===== config.mk =====
export PLATFORM = sky130hd
export DESIGN_NAME = forth_cpu
export DESIGN_NICKNAME = d
export VERILOG_FILES = /design/src/common/forth_pkg.sv /design/src/common/stack_if.sv /design/src/source/forth_cpu.sv /design/src/core/forth_control.sv /design/src/core/forth_alu.sv /design/src/source/call_stack.sv /design/src/source/data_stack.sv /design/src/source/program_rom.sv
export VERILOG_INCLUDE_DIRS = /design/src /design/src/common
export SDC_FILE = /design/constraint.sdc
export NUM_CORES = 2
export LEC_CHECK = 0
export BUFFER_PORTS_ARGS = -buffer_cell sky130_fd_sc_hd__buf_2
export CORE_MARGIN = 4
export CORE_UTILIZATION = 55
export CTS_BUF_LIST = sky130_fd_sc_hd__clkbuf_8
export CTS_CLUSTER_DIAMETER = 100
export DETAILED_ROUTE_END_ITERATION = 10
export PLACE_DENSITY = 0.71
export SKIP_LAST_GASP = 1
export SLEW_MARGIN = 20
export SYNTH_ARGS = -nofsm -noshare
export SYNTH_HDL_FRONTEND = slang
export SYNTH_SLANG_ARGS = --single-unit

===== constraint.sdc =====
create_clock -name clk -period 11.7 [get_ports clk]
set_input_delay 2.34 -clock clk [delete_from_list [all_inputs] [get_ports clk]]
set_output_delay 2.34 -clock clk [all_outputs]
set_load 0.05 [all_outputs]

===== src/common/forth_settings.svh =====
`ifndef FORTH_SETTINGS_SVH
`define FORTH_SETTINGS_SVH

`define FORTH_WIDTH    16
`define FORTH_DS_BITS  6
`define FORTH_CS_BITS  6
`define FORTH_ROM_BITS 8

`define FORTH_OP_PUSH  8'h00 // followed by lo, hi
`define FORTH_OP_DUP   8'h01
`define FORTH_OP_SET   8'h02
`define FORTH_OP_JMP   8'h03
`define FORTH_OP_GET   8'h04
`define FORTH_OP_CALL  8'h05
`define FORTH_OP_RET   8'h06
`define FORTH_OP_HLT   8'h08
`define FORTH_OP_BR    8'h0A
`define FORTH_OP_BR0   8'h0B
`define FORTH_OP_DROP  8'h0D
`define FORTH_OP_SWAP  8'h0E
`define FORTH_OP_OVER  8'h10
`define FORTH_ALU_PREFIX 4'hF

`endif

===== src/common/forth_pkg.sv =====
`default_nettype none

`include "forth_settings.svh"

package forth_pkg;

    typedef logic [`FORTH_WIDTH-1:0]    word_t;
    typedef logic [7:0]                 ins_t;
    typedef logic [`FORTH_ROM_BITS-1:0] rom_addr_t;
    typedef logic [`FORTH_DS_BITS-1:0]  ds_ptr_t;
    typedef logic [`FORTH_CS_BITS-1:0]  cs_ptr_t;

    // low nibble of the Fx opcodes
    typedef enum logic [3:0] {
        ALU_ADD = 4'd0,
        ALU_SUB = 4'd1,
        ALU_AND = 4'd2,
        ALU_OR  = 4'd3,
        ALU_XOR = 4'd4,
        ALU_EQ  = 4'd5,
        ALU_NE  = 4'd6,
        ALU_GT  = 4'd7,
        ALU_GE  = 4'd8,
        ALU_LE  = 4'd9,
        ALU_LT  = 4'd10,
        ALU_SHL = 4'd11,
        ALU_SHR = 4'd12,
        ALU_BIT = 4'd13
    } alu_op_t;

    typedef enum logic [2:0] {
        ST_FETCH,
        ST_DECODE,
        ST_FETCH2,    // high operand byte
        ST_WAITREADY,
        ST_SWAP2,
        ST_HALTED
    } ctrl_state_t;

endpackage

`default_nettype wire


===== src/common/stack_if.sv =====
`default_nettype none

interface stack_if;

    logic             push;
    logic             pop;
    logic             pop2;    // drop two entries at once
    logic             write;
    forth_pkg::word_t wr_data;
    forth_pkg::word_t top;
    forth_pkg::word_t next;

    modport control (
        output push, pop, pop2, write, wr_data,
        input  top, next
    );

    modport stack (
        input  push, pop, pop2, write, wr_data,
        output top, next
    );

endinterface

`default_nettype wire


===== src/source/forth_cpu.sv =====
`default_nettype none

module forth_cpu (
    input  logic                 clk,
    input  logic                 nreset,
    input  logic                 prog_we,
    input  forth_pkg::rom_addr_t prog_addr,
    input  forth_pkg::ins_t      prog_data,
    output forth_pkg::word_t     mem_address,
    output forth_pkg::word_t     mem_data_out,
    input  forth_pkg::word_t     mem_data_in,
    output logic                 mem_valid,
    output logic                 mem_nwr,
    input  logic                 mem_ready,
    output logic                 hlt,
    output logic                 error
);

    forth_pkg::rom_addr_t fetch_addr;
    forth_pkg::ins_t      fetch_data;
    logic                 cs_push;
    logic                 cs_pop;
    forth_pkg::word_t     cs_wr_data;
    forth_pkg::word_t     cs_top;

    stack_if ds_bus ();

    program_rom program_rom_i (
        .clk     (clk),
        .we      (prog_we),
        .wr_addr (prog_addr),
        .wr_data (prog_data),
        .rd_addr (fetch_addr),
        .rd_data (fetch_data)
    );

    data_stack data_stack_i (
        .clk    (clk),
        .nreset (nreset),
        .st     (ds_bus.stack)
    );

    call_stack call_stack_i (
        .clk     (clk),
        .nreset  (nreset),
        .push    (cs_push),
        .pop     (cs_pop),
        .wr_data (cs_wr_data),
        .top     (cs_top)
    );

    forth_control forth_control_i (
        .clk          (clk),
        .nreset       (nreset),
        .rom_addr     (fetch_addr),
        .rom_data     (fetch_data),
        .ds           (ds_bus.control),
        .cs_push      (cs_push),
        .cs_pop       (cs_pop),
        .cs_wr_data   (cs_wr_data),
        .cs_top       (cs_top),
        .mem_address  (mem_address),
        .mem_data_out (mem_data_out),
        .mem_data_in  (mem_data_in),
        .mem_valid    (mem_valid),
        .mem_nwr      (mem_nwr),
        .mem_ready    (mem_ready),
        .hlt          (hlt),
        .error        (error)
    );

endmodule

`default_nettype wire


===== src/core/forth_control.sv =====
`default_nettype none

`include "forth_settings.svh"

module forth_control (
    input  logic                 clk,
    input  logic                 nreset,
    output forth_pkg::rom_addr_t rom_addr,
    input  forth_pkg::ins_t      rom_data,
    stack_if.control             ds,
    output logic                 cs_push,
    output logic                 cs_pop,
    output forth_pkg::word_t     cs_wr_data,
    input  forth_pkg::word_t     cs_top,
    output forth_pkg::word_t     mem_address,
    output forth_pkg::word_t     mem_data_out,
    input  forth_pkg::word_t     mem_data_in,
    output logic                 mem_valid,
    output logic                 mem_nwr,
    input  logic                 mem_ready,
    output logic                 hlt,
    output logic                 error
);

    forth_pkg::ctrl_state_t state;
    forth_pkg::word_t       pc;
    forth_pkg::ins_t        instr;
    forth_pkg::ins_t        lo_byte;
    forth_pkg::word_t       swap_word;
    forth_pkg::alu_op_t     alu_op;
    forth_pkg::word_t       alu_result;
    forth_pkg::word_t       target;

    logic op_push, op_dup, op_set, op_jmp, op_get, op_call, op_ret;
    logic op_hlt, op_br, op_br0, op_drop, op_swap, op_over, op_alu;
    logic br_taken;

    assign op_push = instr == `FORTH_OP_PUSH;
    assign op_dup  = instr == `FORTH_OP_DUP;
    assign op_set  = instr == `FORTH_OP_SET;
    assign op_jmp  = instr == `FORTH_OP_JMP;
    assign op_get  = instr == `FORTH_OP_GET;
    assign op_call = instr == `FORTH_OP_CALL;
    assign op_ret  = instr == `FORTH_OP_RET;
    assign op_hlt  = instr == `FORTH_OP_HLT;
    assign op_br   = instr == `FORTH_OP_BR;
    assign op_br0  = instr == `FORTH_OP_BR0;
    assign op_drop = instr == `FORTH_OP_DROP;
    assign op_swap = instr == `FORTH_OP_SWAP;
    assign op_over = instr == `FORTH_OP_OVER;

    assign alu_op = forth_pkg::alu_op_t'(instr[3:0]);
    assign op_alu = (instr[7:4] == `FORTH_ALU_PREFIX)
                    && (alu_op <= forth_pkg::ALU_BIT); // FE, FF undefined

    assign br_taken = (op_br && ds.top != '0) || (op_br0 && ds.top == '0);

    assign rom_addr   = pc[`FORTH_ROM_BITS-1:0];
    assign target     = {rom_data, lo_byte}; // valid in fetch2
    assign cs_wr_data = pc + 16'd2;          // skip both operand bytes

    forth_alu forth_alu_i (
        .op     (alu_op),
        .a      (ds.next),
        .b      (ds.top),
        .result (alu_result)
    );

    // stack requests act on the edge closing the cycle
    always_comb begin
        ds.push    = 1'b0;
        ds.pop     = 1'b0;
        ds.pop2    = 1'b0;
        ds.write   = 1'b0;
        ds.wr_data = '0;
        cs_push    = 1'b0;
        cs_pop     = 1'b0;
        case (state)
            forth_pkg::ST_DECODE: begin
                if (op_dup || op_over) begin
                    ds.push    = 1'b1;
                    ds.wr_data = op_dup ? ds.top : ds.next;
                end else if (op_drop || op_br || op_br0) begin
                    ds.pop = 1'b1;
                end else if (op_swap) begin
                    ds.pop     = 1'b1; // old top lands in the next slot
                    ds.write   = 1'b1;
                    ds.wr_data = ds.top;
                end else if (op_alu) begin
                    ds.pop     = 1'b1;
                    ds.write   = 1'b1;
                    ds.wr_data = alu_result;
                end else if (op_set) begin
                    ds.pop2 = 1'b1;
                end
                cs_push = op_call;
                cs_pop  = op_ret;
            end
            forth_pkg::ST_FETCH2: begin
                ds.push    = op_push;
                ds.wr_data = target;
            end
            forth_pkg::ST_SWAP2: begin
                ds.push    = 1'b1;
                ds.wr_data = swap_word;
            end
            forth_pkg::ST_WAITREADY: begin
                ds.write   = mem_ready && op_get; // address replaced by data
                ds.wr_data = mem_data_in;
            end
            default: ;
        endcase
    end

    always_ff @(posedge clk) begin
        if (!nreset) begin
            state     <= forth_pkg::ST_FETCH;
            pc        <= '0;
            instr     <= '0;
            mem_valid <= 1'b0;
            mem_nwr   <= 1'b1;
            hlt       <= 1'b0;
            error     <= 1'b0;
        end else begin
            case (state)
                forth_pkg::ST_FETCH: begin
                    instr <= rom_data;
                    pc    <= pc + 1'b1;
                    state <= forth_pkg::ST_DECODE;
                end
                forth_pkg::ST_DECODE: begin
                    state <= forth_pkg::ST_FETCH;
                    if (op_push || op_jmp || op_call || br_taken) begin
                        pc    <= pc + 1'b1;
                        state <= forth_pkg::ST_FETCH2;
                    end else if (op_br || op_br0) begin
                        pc <= pc + 16'd2; // not taken
                    end else if (op_ret) begin
                        pc <= cs_top;
                    end else if (op_swap) begin
                        state <= forth_pkg::ST_SWAP2;
                    end else if (op_get || op_set) begin
                        mem_valid <= 1'b1;
                        mem_nwr   <= !op_set;
                        state     <= forth_pkg::ST_WAITREADY;
                    end else if (op_hlt) begin
                        hlt   <= 1'b1;
                        state <= forth_pkg::ST_HALTED;
                    end else if (!(op_dup || op_over || op_drop || op_alu)) begin
                        error <= 1'b1;
                        state <= forth_pkg::ST_HALTED;
                    end
                end
                forth_pkg::ST_FETCH2: begin
                    pc    <= op_push ? pc + 1'b1 : target;
                    state <= forth_pkg::ST_FETCH;
                end
                forth_pkg::ST_WAITREADY: begin
                    if (mem_ready) begin
                        mem_valid <= 1'b0;
                        mem_nwr   <= 1'b1;
                        state     <= forth_pkg::ST_FETCH;
                    end
                end
                forth_pkg::ST_SWAP2: state <= forth_pkg::ST_FETCH;
                default: state <= forth_pkg::ST_HALTED; // stays until reset
            endcase
        end
    end

    always_ff @(posedge clk) begin
        if (state == forth_pkg::ST_DECODE) begin
            lo_byte   <= rom_data;
            swap_word <= ds.next;
            if (op_get || op_set) begin
                mem_address  <= ds.top;
                mem_data_out <= ds.next;
            end
        end
    end

endmodule

`default_nettype wire


===== src/core/forth_alu.sv =====
`default_nettype none

`include "forth_settings.svh"

module forth_alu (
    input  forth_pkg::alu_op_t op,
    input  forth_pkg::word_t   a,
    input  forth_pkg::word_t   b,
    output forth_pkg::word_t   result
);

    logic eq;
    logic gt;
    logic flag;

    assign eq = a == b;
    assign gt = a > b; // unsigned compare

    always_comb begin
        case (op)
            forth_pkg::ALU_EQ:  flag = eq;
            forth_pkg::ALU_NE:  flag = !eq;
            forth_pkg::ALU_GT:  flag = gt;
            forth_pkg::ALU_GE:  flag = eq | gt;
            forth_pkg::ALU_LE:  flag = !gt;
            forth_pkg::ALU_LT:  flag = !eq & !gt;
            forth_pkg::ALU_BIT: flag = a[b[3:0]];
            default:            flag = 1'b0;
        endcase
    end

    always_comb begin
        case (op)
            forth_pkg::ALU_ADD: result = a + b;
            forth_pkg::ALU_SUB: result = a - b;
            forth_pkg::ALU_AND: result = a & b;
            forth_pkg::ALU_OR:  result = a | b;
            forth_pkg::ALU_XOR: result = a ^ b;
            forth_pkg::ALU_SHL: result = a << b;
            forth_pkg::ALU_SHR: result = a >> b;
            forth_pkg::ALU_EQ, forth_pkg::ALU_NE, forth_pkg::ALU_GT, forth_pkg::ALU_GE,
            forth_pkg::ALU_LE, forth_pkg::ALU_LT, forth_pkg::ALU_BIT:
                result = {{(`FORTH_WIDTH - 1){1'b0}}, flag};
            default:            result = '0;
        endcase
    end

endmodule

`default_nettype wire


===== src/source/call_stack.sv =====
`default_nettype none

`include "forth_settings.svh"

module call_stack (
    input  logic             clk,
    input  logic             nreset,
    input  logic             push,
    input  logic             pop,
    input  forth_pkg::word_t wr_data,
    output forth_pkg::word_t top
);

    forth_pkg::word_t   mem [0:(1 << `FORTH_CS_BITS) - 1];
    forth_pkg::cs_ptr_t ptr;
    forth_pkg::cs_ptr_t ptr_dn;

    assign ptr_dn = ptr - 1'b1;

    always_ff @(posedge clk) begin
        if (!nreset) begin
            ptr <= '0;
        end else if (push) begin
            ptr <= ptr_dn;
        end else if (pop) begin
            ptr <= ptr + 1'b1;
        end
    end

    always_ff @(posedge clk) begin
        if (push) begin
            mem[ptr_dn] <= wr_data; // return address
        end
    end

    assign top = mem[ptr];

endmodule

`default_nettype wire


===== src/source/data_stack.sv =====
`default_nettype none

`include "forth_settings.svh"

module data_stack (
    input  logic    clk,
    input  logic    nreset,
    stack_if.stack  st
);

    forth_pkg::word_t  mem [0:(1 << `FORTH_DS_BITS) - 1];
    forth_pkg::ds_ptr_t ptr;
    forth_pkg::ds_ptr_t ptr_up;
    forth_pkg::ds_ptr_t ptr_up2;
    forth_pkg::ds_ptr_t ptr_dn;

    assign ptr_up  = ptr + 1'b1;
    assign ptr_up2 = ptr + 2'd2;
    assign ptr_dn  = ptr - 1'b1;

    // grows downward
    always_ff @(posedge clk) begin
        if (!nreset) begin
            ptr <= '0;
        end else if (st.push) begin
            ptr <= ptr_dn;
        end else if (st.pop2) begin
            ptr <= ptr_up2;
        end else if (st.pop) begin
            ptr <= ptr_up;
        end
    end

    always_ff @(posedge clk) begin
        if (st.push) begin
            mem[ptr_dn] <= st.wr_data;
        end else if (st.pop && st.write) begin
            mem[ptr_up] <= st.wr_data; // two operands become one result
        end else if (st.write) begin
            mem[ptr] <= st.wr_data;    // replace top in place
        end
    end

    assign st.top  = mem[ptr];
    assign st.next = mem[ptr_up];

endmodule

`default_nettype wire


===== src/source/program_rom.sv =====
`default_nettype none

`include "forth_settings.svh"

module program_rom (
    input  logic                 clk,
    input  logic                 we,
    input  forth_pkg::rom_addr_t wr_addr,
    input  forth_pkg::ins_t      wr_data,
    input  forth_pkg::rom_addr_t rd_addr,
    output forth_pkg::ins_t      rd_data
);

    forth_pkg::ins_t mem [0:(1 << `FORTH_ROM_BITS) - 1];

    // load port writes in and out of reset
    always_ff @(posedge clk) begin
        if (we) begin
            mem[wr_addr] <= wr_data;
        end
    end

    assign rd_data = mem[rd_addr]; // async so operands are visible in decode

endmodule

`default_nettype wire


==> results.sh <==
export IMPL_timing_setup_critical_path_class="reg -> reg"
export IMPL_vdd_ir_drop_max_uv=222
export IMPL_path_buf_inv=3
export IMPL_clock_skew_ps=80.3
export IMPL_cts_reportedPaths_clkPinSlew_ps=60
export IMPL_dieArea_mm2=0.292
export IMPL_met1_usage_pct=41.3
export IMPL_effective_utilization_at_floorplan_pct=55.2
export IMPL_whs_ps=483
export IMPL_clock_tree_root_cell="clkbuf_8"
export IMPL_report_final_hold_viol_count=0
export IMPL_drt_vias_per_instance=6.78
export IMPL_numPortBuffers=71
export IMPL_count_of_state_elements_after_synthesis=3695
export IMPL_cp_required_ps=12380
export IMPL_floorplan_die_width_um=540
export IMPL_cp_end_kind="flip-flop"
export IMPL_finalSetupViolCount=0
export IMPL_route_detailed_wl_per_inst_um=34.4
export IMPL_synth_edf_count=3640
export IMPL_worst_r2r_path_depth=22
export IMPL_critical_path_cell_chain="ha_1 > nand3b_1 > nand2_4 > buf_4 > mux2_2 > o2bb2ai_1 > nor4_2 > inv_1 > ha_1 > inv_1 > fa_1 > nor2b_1 > o21a_1 > o21ai_0 > a21oi_1 > o21ai_0 > a21boi_0 > o31ai_1 > a211oi_1 > o211a_1 > o41ai_1 > nand2_4"
export IMPL_finalSetupTns_ps=0
export IMPL_clock_sinks=3695
export IMPL_hold_fix_buffers_at_cts=0
export IMPL_critical_path_reg2reg_endpoint="data_stack_i.mem[0][0]$_DFFE_PP_"
export IMPL_coreArea_mm2=0.282
export IMPL_met2_usage_pct=43.3
export IMPL_power_per_cell_area_mw_per_mm2=230
export IMPL_ioPinCount=72
export IMPL_final_util_pct=61.0
export IMPL_placed_cells_incl_taps=11200
export IMPL_final_cells=12200
export IMPL_layout_drive_gt1_share_pct=30.2
export IMPL_min_from="forth_control_i.error$_SDFFE_PN0P_"
export IMPL_first_pass_grt_wire_length_um=607000
export IMPL_max_slew_violation_count=0
export IMPL_synth_most_common_cell="edfxtp_1"
export IMPL_synth_async_sr_flop_share_pct=0
export IMPL_grt_setup_unrepaired="no"
export IMPL_grt_util_all_layers_pct=28.8
export IMPL_maximum_number_of_pins_on_one_net_before_global_route_repair=161
export IMPL_cellLeakagePower_nw=52.8
export IMPL_drt_initial_drc_count=11400
export IMPL_fillers=19600
export IMPL_synth_lib_cells_used_distinct=98
export IMPL_drv_cap=0
export IMPL_grt_busiest_layer="met2"
export IMPL_routed_via_count=83000
export IMPL_postSynth_topFlopCell="edfxtp_1"
export IMPL_setup_reg_to_reg_worst_slack_ps=2840
export IMPL_final_critical_path_setup_slack_ps=2840
export IMPL_min_delay_worst_endpoint="forth_control_i.error$_SDFFE_PN0P_"
export IMPL_final_min_clock_period_ps=8860
export IMPL_final_nets=8150
export IMPL_clock_path_buffers=4
export IMPL_detailed_routing_iteration_count_for_the_pre_antenna_repair_pass=6
export IMPL_synth_sequential_area_ratio_pct=70.8
export IMPL_crit_path_max_incr_delay_ps=840
export IMPL_synth_top_cell_by_area="edfxtp_1"
export IMPL_multi_input_comb_area_mm2=0.0437
export IMPL_grt_antenna_before_repair=15
export IMPL_critical_path_slowest_cell="nand2_4"
export IMPL_floorplan_die_height_um=540
export IMPL_min_path_type="reg -> reg"
export IMPL_synth_top_cells_by_count="edfxtp_1 (3640), mux4_2 (1342), nor2_1 (548)"
export IMPL_arr_time_crit_path_ps=9540
export IMPL_syn_to_final_growth_pct=10.4
export IMPL_cts_inserted_buffers=593
export IMPL_critical_path_startpoint_type="flip-flop"
export IMPL_via_count_of_the_first_global_routing_pass=83500
export IMPL_drt_wl_total_um=422000
export IMPL_achievable_frequency_ghz=0.113
export IMPL_dp_hpwl_um=261000
export IMPL_met3_usage_pct=7.37
export IMPL_cts_htree_levels=6
export IMPL_fin_crit_sh_pct=75.8
export IMPL_postCtsSetupRepairBufs=0
export IMPL_synth_area_mm2=0.156
export IMPL_synthesis_nets=7749
export IMPL_clock_insertion_delay_worst_skew_ps=1170
export IMPL_synth_warnings=0
export IMPL_synthesis_instances=7654
export IMPL_core_rows=195
export IMPL_syn_area_per_cell_um2=20.4
export IMPL_timing_slew_headroom_pct=13.6
export IMPL_worstHoldPathCells=1
export IMPL_tritoncts="built"
export IMPL_post_cts_resized=0
export IMPL_sequential_cell_area_mm2=0.110
export IMPL_regToRegStartpoint="data_stack_i.ptr[2]$_SDFFE_PN0N_"
export IMPL_antenna_violating_nets_post_route=0
export IMPL_cpLargestDelayFamily="compound AO/OA/AOI/OAI gates"
export IMPL_critical_path_max_fanout=64
export IMPL_drcViolationCount=0
export IMPL_status="completed"
export IMPL_tightestPinTransition_ps=1280
export IMPL_synth_top_cells_by_area="edfxtp_1 (70%), mux4_2 (19%), nor2_1 (1.3%)"
export IMPL_global_route_overflow_total=0
export IMPL_dp_slack_ps=2920
export IMPL_post_synth_top_area_fraction_pct=70.1
export IMPL_gpl_final_weighted_congestion=0.986
-- stage by stage --
| step | cell area [µm²] | total power [mW] |
|---|---|---|
| final | 172000 | 39.5 |
| after global routing | 172000 | 41.0 |
| after CTS | 172000 | 39.6 |
| after detailed placement | 161000 | 29.4 |
| after global placement | 161000 | 29.4 |
| after floorplan | 156000 | 24.7 |
-- how the worst max path moves through the flow --
stage	startpoint	slack, ps	depth (start not counted)	end
3_5_place_dp	data_stack_i.ptr[0]$_SDFFE_PN0N_	2920	21	data_stack_i.mem[2][0]$_DFFE_PP_
6_report	data_stack_i.ptr[2]$_SDFFE_PN0N_	2840	22	data_stack_i.mem[0][0]$_DFFE_PP_
3_3_place_gp	data_stack_i.ptr[0]$_SDFFE_PN0N_	2870	21	data_stack_i.mem[0][0]$_DFFE_PP_
5_1_grt	data_stack_i.ptr[0]$_SDFFE_PN0N_	2600	21	data_stack_i.mem[45][0]$_DFFE_PP_
4_1_cts	data_stack_i.ptr[0]$_SDFFE_PN0N_	2920	21	data_stack_i.mem[45][0]$_DFFE_PP_
2_1_floorplan	data_stack_i.ptr[0]$_SDFFE_PN0N_	1520	28	data_stack_i.mem[0][5]$_DFFE_PP_
-- per-layer routing --
metal  vias to the layer above  wire length [µm]  share of wire [%]
li1                      33200                 -                  -
met1                     43800            161000                 38
met2                      5198            196000                 46
met3                       855             47100                 11
met4                        10             17900                4.2
met5                         -                67              0.016
-- final cells by class --
class	count	share of cell area (%)
diodes	4	0.00582
clock buffers	604	4.83
clock inverters	438	1.38
inverters	70	0.153
multi-input cells	3399	25.4
flip-flops and latches	3695	64.2
well taps	3743	2.72
repair buffers	296	1.34
-- worst reg2reg max path: stages (launching register included) --
cell,delay (ps)
dfxtp_1,690
ha_1,430
nand3b_1,520
nand2_4,840
buf_4,600
mux2_2,410
o2bb2ai_1,350
nor4_2,210
inv_1,160
ha_1,230
inv_1,70
fa_1,400
nor2b_1,160
o21a_1,200
o21ai_0,140
a21oi_1,120
o21ai_0,350
a21boi_0,230
o31ai_1,370
a211oi_1,120
o211a_1,230
o41ai_1,830
nand2_4,630
-- state kept, by name, summed over array words and instances (netlist names), 3 cells and up, named ones only --
| register | flops |
|---|---|
| call_stack_i.mem | 512 |
| forth_control_i.lo_byte | 8 |
| forth_control_i.state | 3 |
| program_rom_i.mem | 2048 |
| data_stack_i.mem | 1024 |
| forth_control_i.instr | 8 |
| data_stack_i.ptr | 6 |
| forth_control_i.pc | 8 |
| forth_control_i.mem_address | 16 |
| forth_control_i.swap_word | 16 |
| call_stack_i.ptr | 6 |
| forth_control_i.mem_data_out | 16 |
-- report_power, final --
group	internal [mW]	switching, mW
registers	15.5	0.342
clock network	5.12	5.10
logic	5.26	8.19
total	25.9	13.6
-- logic make-up after synthesis --
kind of cell,Yosys count,synth area share [%]
flip-flops,3695,70.8
multiplexers,1587,21.0
AND/OR/NAND/NOR,1131,3.19
AO/OA/AOI/OAI,580,2.64
buffers and inverters,560,1.61
adder cells (fa/ha/maj),59,0.483
XOR/XNOR,42,0.246
-- cells in the final DEF, fill, tap and decap left out, drive strengths merged, types with 18 or more instances in the layout --
cell type	instances
dfxtp	55
clkinv	203
mux4	1345
o211ai	20
xnor2	25
ha	57
buf	288
nor2b	51
o22ai	37
mux2i	192
mux2	50
and2	19
a21oi	112
clkbuf	612
nand2b	19
nor3	71
inv	281
o221ai	21
a31oi	18
nand4	20
nand3	68
edfxtp	3640
nand2	256
o21ai	76
a221oi	19
o2111ai	25
nor2	550
a22oi	71
Note: power is estimated with default switching activity, not from simulation.
